File: src/logic/cpu_macros.svh
`ifndef CPU_MACROS_SVH
`define CPU_MACROS_SVH

// datapath width, one byte
`define CPU_DATA_W 8

// program counter width
`define CPU_ADDR_W 16

// stack pointer after reset, as left by the reset sequence of a 6502
`define CPU_SP_RESET 8'hFD

`endif
File: src/logic/cpu_pkg.sv
package cpu_pkg;

    // alu operations
    typedef enum logic [2:0] {
        ALUOP_HOLD        = 3'd0,
        ALUOP_ADD         = 3'd1,
        ALUOP_AND         = 3'd2,
        ALUOP_OR          = 3'd3,
        ALUOP_XOR         = 3'd4,
        ALUOP_SHIFT_LEFT  = 3'd5,
        ALUOP_SHIFT_RIGHT = 3'd6
    } ctrl_alu_op_t;

    // first operand source
    typedef enum logic [2:0] {
        SRC1_A      = 3'd0,
        SRC1_X      = 3'd1,
        SRC1_Y      = 3'd2,
        SRC1_RMEM   = 3'd3,
        SRC1_SP     = 3'd4,
        SRC1_PCHI   = 3'd5,
        SRC1_PCLO   = 3'd6,
        SRC1_ALUOUT = 3'd7
    } alu_src1_t;

    // second operand source
    typedef enum logic {
        SRC2_RMEM = 1'b0,
        SRC2_0    = 1'b1
    } alu_src2_t;

    // carry-in source
    typedef enum logic [1:0] {
        ALUC_C       = 2'd0,
        ALUC_0       = 2'd1,
        ALUC_1       = 2'd2,
        ALUC_ALUCOUT = 2'd3
    } alu_c_src_t;

    // write-back target
    typedef enum logic [2:0] {
        DEST_NONE = 3'd0,
        DEST_A    = 3'd1,
        DEST_X    = 3'd2,
        DEST_Y    = 3'd3,
        DEST_SP   = 3'd4
    } reg_dest_t;

    // microcode hands the alu to the instruction fields when set
    typedef enum logic {
        INSTR_CTRL_0 = 1'b0,
        INSTR_CTRL_1 = 1'b1
    } instr_ctrl_t;

    // fields decoded from the current instruction, 14 bits
    typedef struct packed {
        ctrl_alu_op_t alu_op;
        alu_src1_t    alu_src1;
        alu_src2_t    alu_src2;
        logic         alu_src2_inv;
        alu_c_src_t   alu_c_src;
        reg_dest_t    alu_dest;
        logic         alu_flags_we;
    } instr_ctrl_signals_t;

    // fields of the current microcode step, 11 bits
    typedef struct packed {
        ctrl_alu_op_t alu_op;
        alu_src1_t    alu_src1;
        alu_src2_t    alu_src2;
        logic         alu_src2_inv;
        alu_c_src_t   alu_c_src;
        instr_ctrl_t  instr_ctrl;
    } ucode_ctrl_signals_t;

    // status bus layout: bit 3 N, bit 2 V, bit 1 Z, bit 0 C
    typedef struct packed {
        logic n;
        logic v;
        logic z;
        logic c;
    } status_t;

endpackage : cpu_pkg

File: src/logic/alu_if.sv
`include "cpu_macros.svh"

interface alu_if;

    // operation and operands from operand selection
    cpu_pkg::ctrl_alu_op_t  op;
    logic [`CPU_DATA_W-1:0] src1;
    logic [`CPU_DATA_W-1:0] src2;
    logic                   src2_inv;
    logic                   c_in;

    // write-back controls
    cpu_pkg::reg_dest_t     dest;
    logic                   flags_we;

    // alu results
    logic [`CPU_DATA_W-1:0] out;
    logic                   c_out;
    logic                   v_out;
    logic                   z_out;
    logic                   n_out;

    modport select (output op, src1, src2, src2_inv, c_in, dest, flags_we);
    modport compute (input op, src1, src2, src2_inv, c_in,
                     output out, c_out, v_out, z_out, n_out);
    modport commit (input op, dest, flags_we, out, c_out, v_out, z_out, n_out);

endinterface : alu_if

File: src/logic/alu_datapath.sv
`include "cpu_macros.svh"

module alu_datapath (
    input  logic                         clk,
    input  logic                         rst,
    input  cpu_pkg::instr_ctrl_signals_t instr_ctrl_vector,
    input  cpu_pkg::ucode_ctrl_signals_t ucode_vector,
    input  logic [`CPU_DATA_W-1:0]       r_data,
    input  logic [`CPU_ADDR_W-1:0]       pc,
    output logic [`CPU_DATA_W-1:0]       a,
    output logic [`CPU_DATA_W-1:0]       x,
    output logic [`CPU_DATA_W-1:0]       y,
    output logic [`CPU_DATA_W-1:0]       sp,
    output logic [`CPU_DATA_W-1:0]       alu_out,
    output logic                         c_out,
    output cpu_pkg::status_t             status
);

    alu_if alu_bus ();

    // operand selection feeds on the registered results and the C flag
    alu_inputs i_alu_inputs (
        .instr_ctrl_vector (instr_ctrl_vector),
        .ucode_vector      (ucode_vector),
        .a                 (a),
        .x                 (x),
        .y                 (y),
        .sp                (sp),
        .r_data            (r_data),
        .alu_out           (alu_out),
        .pc                (pc),
        .c_out             (c_out),
        .c_flag            (status.c),
        .alu               (alu_bus.select)
    );

    alu_module i_alu_module (
        .alu (alu_bus.compute)
    );

    // results and flags, one cycle after the vectors
    alu_result_regs i_alu_result_regs (
        .clk     (clk),
        .rst     (rst),
        .alu     (alu_bus.commit),
        .alu_out (alu_out),
        .c_out   (c_out),
        .status  (status)
    );

    register_file i_register_file (
        .clk (clk),
        .rst (rst),
        .alu (alu_bus.commit),
        .a   (a),
        .x   (x),
        .y   (y),
        .sp  (sp)
    );

endmodule : alu_datapath

File: src/logic/register_file.sv
`include "cpu_macros.svh"

module register_file (
    input  logic                   clk,
    input  logic                   rst,
    alu_if.commit                  alu,
    output logic [`CPU_DATA_W-1:0] a,
    output logic [`CPU_DATA_W-1:0] x,
    output logic [`CPU_DATA_W-1:0] y,
    output logic [`CPU_DATA_W-1:0] sp
);

    // one destination per cycle picked by dest
    always_ff @(posedge clk) begin
        if (rst) begin
            a  <= '0;
            x  <= '0;
            y  <= '0;
            sp <= `CPU_SP_RESET;
        end else begin
            case (alu.dest)
                cpu_pkg::DEST_A:  a  <= alu.out;
                cpu_pkg::DEST_X:  x  <= alu.out;
                cpu_pkg::DEST_Y:  y  <= alu.out;
                cpu_pkg::DEST_SP: sp <= alu.out;
                default: begin
                    // nothing written for DEST_NONE
                end
            endcase
        end
    end

    a_single_write: assert property (
        @(posedge clk) disable iff (rst)
        $countones({$changed(a), $changed(x), $changed(y), $changed(sp)}) <= 1
    ) else $error("more than one register changed in a cycle");

endmodule : register_file

File: src/logic/alu_result_regs.sv
`include "cpu_macros.svh"

module alu_result_regs (
    input  logic                   clk,
    input  logic                   rst,
    alu_if.commit                  alu,
    output logic [`CPU_DATA_W-1:0] alu_out,
    output logic                   c_out,
    output cpu_pkg::status_t       status
);

    // result and carry kept for multi-byte chaining
    always_ff @(posedge clk) begin
        if (rst) begin
            alu_out <= '0;
            c_out   <= 1'b0;
        end else if (alu.op != cpu_pkg::ALUOP_HOLD) begin
            alu_out <= alu.out;
            c_out   <= alu.c_out;
        end
    end

    always_ff @(posedge clk) begin
        if (rst) begin
            status <= '0;
        end else if (alu.flags_we) begin
            status.n <= alu.n_out;
            status.z <= alu.z_out;
            status.c <= alu.c_out;
            // V only has meaning for add
            if (alu.op == cpu_pkg::ALUOP_ADD) begin
                status.v <= alu.v_out;
            end
        end
    end

    // flags only move on a cycle that enabled the write
    a_status_hold: assert property (
        @(posedge clk) disable iff (rst)
        !alu.flags_we |=> $stable(status)
    ) else $error("status changed without flags_we");

endmodule : alu_result_regs

File: src/logic/alu_module.sv
`include "cpu_macros.svh"

module alu_module (
    alu_if.compute alu
);

    localparam int W = `CPU_DATA_W;

    logic [W-1:0] add_src2;
    // low bits summed separately, the top bit holds the carry into the msb
    logic [W-1:0] low_sum;
    logic [W:0]   full_sum;

    logic [W-1:0] add_res;
    logic [W-1:0] and_res;
    logic [W-1:0] or_res;
    logic [W-1:0] xor_res;
    logic [W-1:0] rol_res;
    logic [W-1:0] ror_res;
    logic         add_c;
    logic         rol_c;
    logic         ror_c;

    // subtract is add with inverted src2 and carry-in 1
    assign add_src2 = alu.src2_inv ? ~alu.src2 : alu.src2;
    assign low_sum  = {1'b0, alu.src1[W-2:0]} + {1'b0, add_src2[W-2:0]} +
                      {{(W-1){1'b0}}, alu.c_in};
    assign full_sum = {1'b0, low_sum} +
                      {1'b0, alu.src1[W-1], {(W-1){1'b0}}} +
                      {1'b0, add_src2[W-1], {(W-1){1'b0}}};

    assign add_res = full_sum[W-1:0];
    assign add_c   = full_sum[W];
    // signed overflow when carry into and out of the msb differ
    assign alu.v_out = add_c ^ low_sum[W-1];

    assign and_res = alu.src1 & alu.src2;
    assign or_res  = alu.src1 | alu.src2;
    assign xor_res = alu.src1 ^ alu.src2;

    // rotates go through the carry
    assign rol_res = {alu.src1[W-2:0], alu.c_in};
    assign rol_c   = alu.src1[W-1];
    assign ror_res = {alu.c_in, alu.src1[W-1:1]};
    assign ror_c   = alu.src1[0];

    always_comb begin
        alu.out   = '0;
        alu.c_out = 1'b0;
        case (alu.op)
            cpu_pkg::ALUOP_ADD: begin
                alu.out   = add_res;
                alu.c_out = add_c;
            end
            cpu_pkg::ALUOP_AND: alu.out = and_res;
            cpu_pkg::ALUOP_OR:  alu.out = or_res;
            cpu_pkg::ALUOP_XOR: alu.out = xor_res;
            cpu_pkg::ALUOP_SHIFT_LEFT: begin
                alu.out   = rol_res;
                alu.c_out = rol_c;
            end
            cpu_pkg::ALUOP_SHIFT_RIGHT: begin
                alu.out   = ror_res;
                alu.c_out = ror_c;
            end
            default: alu.out = '0;
        endcase
    end

    assign alu.z_out = alu.out == '0;
    assign alu.n_out = alu.out[W-1];

    // logic ops must not leak a carry into the flag stage
    always_comb begin
        if (alu.op inside {cpu_pkg::ALUOP_AND, cpu_pkg::ALUOP_OR, cpu_pkg::ALUOP_XOR}) begin
            a_logic_no_carry: assert final (alu.c_out == 1'b0)
                else $error("logic operation produced a carry");
        end
    end

endmodule : alu_module

File: src/logic/alu_inputs.sv
`include "cpu_macros.svh"

module alu_inputs (
    input  cpu_pkg::instr_ctrl_signals_t instr_ctrl_vector,
    input  cpu_pkg::ucode_ctrl_signals_t ucode_vector,
    input  logic [`CPU_DATA_W-1:0]       a,
    input  logic [`CPU_DATA_W-1:0]       x,
    input  logic [`CPU_DATA_W-1:0]       y,
    input  logic [`CPU_DATA_W-1:0]       sp,
    input  logic [`CPU_DATA_W-1:0]       r_data,
    input  logic [`CPU_DATA_W-1:0]       alu_out,
    input  logic [`CPU_ADDR_W-1:0]       pc,
    input  logic                         c_out,
    input  logic                         c_flag,
    alu_if.select                        alu
);

    logic ucode_path;
    logic instr_path;

    // both paths read the second operand the same way
    function automatic logic [`CPU_DATA_W-1:0] pick_src2(
        input cpu_pkg::alu_src2_t      sel,
        input logic [`CPU_DATA_W-1:0] mem
    );
        logic [`CPU_DATA_W-1:0] val;
        val = '0;
        if (sel == cpu_pkg::SRC2_RMEM) begin
            val = mem;
        end
        return val;
    endfunction

    // a microcode add wins over the instruction fields
    assign ucode_path = ucode_vector.alu_op == cpu_pkg::ALUOP_ADD;
    assign instr_path = ucode_vector.alu_op == cpu_pkg::ALUOP_HOLD &&
                        ucode_vector.instr_ctrl == cpu_pkg::INSTR_CTRL_1;

    always_comb begin
        alu.op       = cpu_pkg::ALUOP_HOLD;
        alu.src1     = '0;
        alu.src2     = '0;
        alu.src2_inv = 1'b0;
        alu.c_in     = 1'b0;
        alu.dest     = cpu_pkg::DEST_NONE;
        alu.flags_we = 1'b0;
        if (ucode_path) begin
            // address arithmetic that is never written back
            alu.op       = cpu_pkg::ALUOP_ADD;
            alu.src2_inv = ucode_vector.alu_src2_inv;
            alu.src2     = pick_src2(ucode_vector.alu_src2, r_data);
            case (ucode_vector.alu_src1)
                cpu_pkg::SRC1_X:      alu.src1 = x;
                cpu_pkg::SRC1_Y:      alu.src1 = y;
                cpu_pkg::SRC1_RMEM:   alu.src1 = r_data;
                cpu_pkg::SRC1_SP:     alu.src1 = sp;
                cpu_pkg::SRC1_PCHI:   alu.src1 = pc[`CPU_ADDR_W-1:`CPU_DATA_W];
                cpu_pkg::SRC1_PCLO:   alu.src1 = pc[`CPU_DATA_W-1:0];
                cpu_pkg::SRC1_ALUOUT: alu.src1 = alu_out;
                default:              alu.src1 = '0;
            endcase
            case (ucode_vector.alu_c_src)
                cpu_pkg::ALUC_1:       alu.c_in = 1'b1;
                // chains the carry of the previous byte
                cpu_pkg::ALUC_ALUCOUT: alu.c_in = c_out;
                default:               alu.c_in = 1'b0;
            endcase
        end else if (instr_path) begin
            alu.op       = instr_ctrl_vector.alu_op;
            alu.src2_inv = instr_ctrl_vector.alu_src2_inv;
            alu.src2     = pick_src2(instr_ctrl_vector.alu_src2, r_data);
            case (instr_ctrl_vector.alu_src1)
                cpu_pkg::SRC1_A:    alu.src1 = a;
                cpu_pkg::SRC1_X:    alu.src1 = x;
                cpu_pkg::SRC1_Y:    alu.src1 = y;
                cpu_pkg::SRC1_RMEM: alu.src1 = r_data;
                cpu_pkg::SRC1_SP:   alu.src1 = sp;
                default:            alu.src1 = '0;
            endcase
            case (instr_ctrl_vector.alu_c_src)
                cpu_pkg::ALUC_C: alu.c_in = c_flag;
                cpu_pkg::ALUC_1: alu.c_in = 1'b1;
                default:         alu.c_in = 1'b0;
            endcase
            // a held instruction writes nothing back
            if (instr_ctrl_vector.alu_op != cpu_pkg::ALUOP_HOLD) begin
                alu.dest     = instr_ctrl_vector.alu_dest;
                alu.flags_we = instr_ctrl_vector.alu_flags_we;
            end
        end
    end

    // the microcode add must never reach the register file or the flags
    always_comb begin
        if (ucode_path) begin
            a_ucode_no_wb: assert final (alu.dest == cpu_pkg::DEST_NONE && !alu.flags_we)
                else $error("microcode add issued a write-back");
        end
    end

endmodule : alu_inputs

File: config.mk
export PLATFORM = sky130hd
export DESIGN_NAME = alu_datapath
export DESIGN_NICKNAME = d
export VERILOG_FILES = /design/src/logic/cpu_pkg.sv /design/src/logic/alu_if.sv /design/src/logic/alu_datapath.sv /design/src/logic/register_file.sv /design/src/logic/alu_result_regs.sv /design/src/logic/alu_module.sv /design/src/logic/alu_inputs.sv
export VERILOG_INCLUDE_DIRS = /design/src /design/src/logic
export SDC_FILE = /design/constraint.sdc
export NUM_CORES = 1
export LEC_CHECK = 0
export BUFFER_PORTS_ARGS = -buffer_cell sky130_fd_sc_hd__buf_2
export CORE_UTILIZATION = 49
export DETAILED_ROUTE_END_ITERATION = 10
export PLACE_DENSITY_LB_ADDON = 0.1
export SETUP_SLACK_MARGIN = 0.15
export SKIP_CTS_REPAIR_TIMING = 1
export SYNTH_ARGS = -nofsm -noshare
export SYNTH_HDL_FRONTEND = slang
export SYNTH_SLANG_ARGS = --single-unit
File: constraint.sdc
create_clock -name clk -period 4.18 [get_ports clk]
set_input_delay 0.418 -clock clk [delete_from_list [all_inputs] [get_ports clk]]
set_output_delay 0.418 -clock clk [all_outputs]
set_load 0.02 [all_outputs]
* Word-level counts from Yosys, hierarchy flattened
Index checks and enable logic that the tools add are counted.
** Word-level totals
- Register bits :: 45
- Output and inout bits :: 45
- Word-level logic and storage cells :: 77
- Input bits :: 51
** Operators by class
- Bitwise logic cells :: 5
- Reduce and logical (&&, ||, !) cells :: 8
- Equal/unequal tests :: 25
- Multiplexer cells :: 25
- Add/subtract/negate cells :: 4
** Operators by type and width (count)
- 2-to-1 mux 8 bit :: 7
- one-hot mux 8 bit (7 select lines) :: 1
- one-hot mux 8 bit (6 select lines) :: 1
- one-hot mux 8 bit (5 select lines) :: 1
- == test 3 bit, second input constant :: 9
- == test 3 x 2 -> 1 bit, second input constant :: 8
- == test 3 x 1 -> 1 bit, second input constant :: 5
- 2-to-1 mux 3 bit :: 5
- adder 8 x 8 -> 9 bit :: 1
- adder 9 x 8 -> 9 bit :: 1
- adder 7 x 7 -> 8 bit :: 1
- adder 8 x 1 -> 8 bit :: 1
- AND 8 bit :: 1
- zero test 8 bit :: 1
- inverter 8 bit :: 1
- bitwise OR 8 bit :: 1
- XOR 8 bit :: 1
- 2-to-1 mux 1 bit :: 7
- == test 2 bit, second input constant :: 3
- zero test 3 bit :: 2
- nonzero test 3 bit :: 2
- one-hot mux 1 bit (2 select lines) :: 2
- one-hot mux 1 bit (3 select lines) :: 1
- zero test 2 bit :: 1
- 3 further kinds :: 3

* Depth between registers and ports, before layout
- Depth in word-level cells :: 12
- Gate-level depth with buffers :: 20
- Mapped depth without buffers :: 19

* Modules after synthesis
Synthesis repeated with hierarchy kept, for this count alone.
** Second synthesis, totals
- Cells, all modules :: 463
- Area, all modules :: 4250.3 µm²
** By module, submodules not included
- register_file :: sequential area each 640.6 µm², area each 1330.0 µm², cells an instance 126, instances 1
- alu_module :: sequential area each 0.0 µm², area each 1186.1 µm², cells an instance 150, instances 1
- alu_inputs :: sequential area each 0.0 µm², area each 1158.6 µm², cells an instance 133, instances 1
- alu_result_regs :: sequential area each 260.2 µm², area each 575.6 µm², cells an instance 54, instances 1

* Worst setup path after synthesis
OpenSTA, ideal clock, no wires.
- Kind :: in2reg
- From :: in ucode_vector[5] in the netlist's numbering
- To :: reg i_alu_result_regs.status[1] (netlist name)
- Data required time :: 4.088 ns
- Library setup time :: 0.092 ns
- Buffers on the path :: 2
- Data arrival time :: 4.164 ns
- Stages on the path :: 20
- Path slack :: -0.077 ns
- Cell sequence :: clkbuf_1 > buf_1 > mux2_2 > a22oi_1 > nor2_1 > a21oi_1 > o21ai_0 > ha_1 > nor2b_1 > o31ai_1 > a21oi_1 > a21o_1 > a21oi_1 > fa_1 > inv_1 > a222oi_1 > o211a_2 > and3b_1 > nand4_1 > o32ai_1
** On the way
- Longest elaborated chain between the ends :: 9
- Elaborated cells on any way between the ends :: 18
- Those cells by class :: 4 x add/sub; 7 x eq/ne; 3 x mux; 3 x bitwise; 1 x reduce/logical
** RTL lines
- start, declared :: line alu_datapath.sv:7 : input cpu_pkg::ucode_ctrl_signals_t ucode_vector,
- == test 3 bit (tied with other cells) :: line alu_inputs.sv:52 : case (ucode_vector.alu_src1)
- one-hot mux 8 bit (7 select lines) * :: line alu_inputs.sv:52
- 2-to-1 mux 8 bit * :: line alu_inputs.sv:47 : if (ucode_path) begin
- adder 7 x 7 -> 8 bit :: line alu_module.sv:26 : assign low_sum = {1'b0, alu.src1[W-2:0]} + {1'b0, add_src2[W-2:0]} +
- adder 8 x 1 -> 8 bit :: line alu_module.sv:26
- adder 8 x 8 -> 9 bit :: line alu_module.sv:28 : assign full_sum = {1'b0, low_sum} +
- adder 9 x 8 -> 9 bit :: line alu_module.sv:29 : {1'b0, alu.src1[W-1], {(W-1){1'b0}}} +
- one-hot mux 8 bit (6 select lines) * :: line alu_module.sv:50 : case (alu.op)
- zero test 8 bit * :: line alu_module.sv:70 : assign alu.z_out = alu.out == '0;
Every way passes the cells marked *; elsewhere a longest branch is shown, timed or not.
A chain may end at the register's enable or synchronous reset.

* Final worst setup path
- From :: reg i_register_file.y[0]
- To :: reg i_register_file.sp[6]
** On the way
- Longest elaborated chain between the ends :: 8
- Elaborated cells on any way between the ends :: 9
- Those cells by class :: 4 x add/sub; 5 x mux
** RTL lines
- start, declared :: line register_file.sv:9 : output logic [`CPU_DATA_W-1:0] y,
- start signal, assigned :: line register_file.sv:24 : cpu_pkg::DEST_Y: y <= alu.out;
- one-hot mux 8 bit (5 select lines) :: line alu_inputs.sv:72 : case (instr_ctrl_vector.alu_src1)
- 2-to-1 mux 8 bit :: line alu_inputs.sv:68 : end else if (instr_path) begin
- 2-to-1 mux 8 bit * :: line alu_inputs.sv:47
- adder 7 x 7 -> 8 bit * :: line alu_module.sv:26
- adder 8 x 1 -> 8 bit * :: line alu_module.sv:26
- adder 8 x 8 -> 9 bit * :: line alu_module.sv:28
- adder 9 x 8 -> 9 bit * :: line alu_module.sv:29
- one-hot mux 8 bit (6 select lines) * :: line alu_module.sv:50
- end signal, assigned :: line register_file.sv:19 : sp <= `CPU_SP_RESET;
- end signal, assigned :: line register_file.sv:25 : cpu_pkg::DEST_SP: sp <= alu.out;
- end, declared :: line register_file.sv:10 : output logic [`CPU_DATA_W-1:0] sp
Marks and branches as above.

==> impl_metrics.ini <==
[yosys]
synth_top_area_frac = 0.249
synth_xor_xnor_area_share = 0.0315
synth_area_um2 = 3620
synth.avg_cell_area_um2 = 8.28
ys_ff_latch = 45
synth-async-reset-ratio = 0
synth_edf_count = 0
synth_mux_area_frac = 0.106
yosys.area.top_type = dfxtp_1
yosys.area_share.simple = 0.175
synth_fa_ha_area_frac = 0.0926
synth_compound_area_frac = 0.280
synth_cells = 437
synth.yosys.seq_area_share = 0.249
yosys_warnings = 0
synthFlopType = dfxtp_1
synth_top_family_by_area = compound AO/OA/AOI/OAI gates
synth_nets = 513
yosys-top-cells-area = dfxtp_1 (25%), ha_1 (7.6%), a211oi_1 (6.2%)
synth_cell_type_count = 56

[cts]
cts_tree = built
cts-root-buf = clkbuf_8
clock_latency_ns = 0.30
clock_path_buffers = 2
htreeDepth = 2
cts.sinks = 45
numCtsBuffers = 5
path_clk_slew_ns = 0.09

[power_and_ir_drop]
power.density_nw_per_um2 = 220
p_leak_nw = 1.99
ir_drop_mv = 0.158

[drt]
avgRoutedWirePerCell_um = 18.2
vias_per_cell = 5.94
dr.pass1.iters = 5
drt_iter0_drc = 336
drc_errors = 0
routed_wl_mm = 11.8
num_vias = 3864
ant_nets = 0

[place]
place_ws_ns = -0.0463
place.gp.congestion = 0.965
hpwl_mm = 9.23
dp_cells = 640
io_buffers = 95

[setup_path]
path_depth = 15
crit_chain = mux4_2 -> nor2b_1 -> o31ai_2 -> inv_1 -> fa_1 -> buf_4 -> fa_1 -> nor2b_1 -> o221ai_1 -> a21oi_1 -> xor2_1 -> a221oi_2 -> buf_4 -> nor2_1 -> a211o_1
crit_arrival_ns = 4.00
rrSetupSlack_ns = 0.37
critPathBufInv = 3
crit_family = compound AO/OA/AOI/OAI gates
crit_type = reg2reg
rr_worst_depth = 15
start_kind = register
cp_max_fo = 5
critPathSlowestCell = fa_1
crit_required_ns = 4.38
cp-end-kind = register
cpPeakStageDelay_ns = 0.48

[status]
status = finished clean

[timing]
period_needed_ns = 3.81
setup_tns_ns = 0
slew_violations = 0
fmax_mhz = 263
max-slew-margin-rel = 0.333
skew_ns = 0.00872
rsz0062_at_grt = yes
post-route-period-util = 0.911
fin_ws_ns = 0.372
whs_ns = 0.481
tightest_slew_ns = 0.997
setup-violations-final = 0
hold_violations = 0

[floorplanning]
die_h_um = 88.0
coreArea_um2 = 6980
dieArea_um2 = 7740
row_count = 30
initial_core_util = 0.518
die_width_um = 88.0
ios = 96

[worst_hold_path]
hold_class = reg2reg
worstHoldPathCells = 2

[global_routing]
track_usage = 0.313
grt_overflow = 0
grt_max_degree = 47
antenna_found_initial = 0
first_global_vias = 3603
grt_pass1_wl_mm = 18.4

[final_layout]
nets = 630
diodes = 0
final_common_cell = buf_2
final_cell_mix = buf_2 (94), nor2_1 (59), dfxtp_1 (45)
drive_above_1_share = 0.339
syn2layout_area_growth_pct = 27.0
fin_cells = 651

[job]
cap_violations = 0
==> routing by layer <==
metal / global-route usage / part of all wire / vias up
met2: 0.512 / 0.46 / 188
met5: 0 / 0 / -
met1: 0.421 / 0.45 / 1801
met4: 0.106 / 0.025 / 0
li1: - / - / 1848
met3: 0.0490 / 0.073 / 27
==> final timing paths <==
| check | from | endpoint |
|---|---|---|
| max | i_register_file.y[0]$_SDFFE_PP0N_ | i_register_file.sp[6]$_SDFFE_PP1N_ |
| min | i_alu_result_regs.alu_out[3]$_SDFFE_PP0P_ | i_alu_result_regs.alu_out[3]$_SDFFE_PP0P_ |
| max reg2reg | i_register_file.y[0]$_SDFFE_PP0N_ | i_register_file.sp[6]$_SDFFE_PP1N_ |
| min reg2reg | i_alu_result_regs.alu_out[3]$_SDFFE_PP0P_ | i_alu_result_regs.alu_out[3]$_SDFFE_PP0P_ |
==> power breakdown <==
part	total [mW]	switching, mW	internal [mW]
clock	0.351	0.156	0.195
combinational	0.225	0.125	0.0994
sequential	0.437	0.00441	0.433
total	1.01	0.286	0.727
==> tightest hold or removal path: stages, from the launching register on <==
cell and delay [ns]:
dfxtp_1 0.33, nand2_1 0.06, a21oi_1 0.05
==> synthesized netlist by cell type, types with 9 or more instances <==
library cell   n
o21ai_0       11
clkbuf_1      17
dfxtp_1       45
nor2b_1       11
nor2_1        60
a221oi_1       9
a211oi_1      30
mux2i_1       16
mux2_2        12
ha_1          22
inv_1         27
a22oi_1       22
a21oi_1       22
nand2_1       27
==> logic make-up (layout without fill, tap and decap cells) <==
family | Yosys count | after routing
compound gates | 140 | 140
simple gates | 126 | 126
buf+inv | 56 | 174
flops | 45 | 45
mux | 32 | 32
fa+ha+maj | 25 | 25
xor+xnor | 13 | 13
==> stage by stage <==
step	area [um^2]	total power, mW	util
floorplan	3670	0.580	-
global placement	4420	0.658	0.632
detailed placement	4420	0.662	0.632
CTS	4540	1.00	0.650
global route	4600	1.05	0.659
finish	4600	1.01	0.659
==> final cells by class <==
type / instances / area, um^2
Clock inverter: 2 / 37.5
Clock buffer: 6 / 82.6
Fill cell: 645 / 2380
Timing Repair Buffer: 139 / 808
Inverter: 27 / 101
Sequential cell: 45 / 901
Multi-Input combinational cell: 336 / 2550
Tap cell: 96 / 120
==> registers in the layout, summed over array words and instances, names as in the netlist <==
register                   count
i_alu_result_regs.alu_out      8
i_alu_result_regs.status       4
i_register_file.sp             8
i_register_file.a              8
i_register_file.x              8
i_alu_result_regs.c_out        1
i_register_file.y              8
No activity file was read; power rests on OpenSTA's default activity.
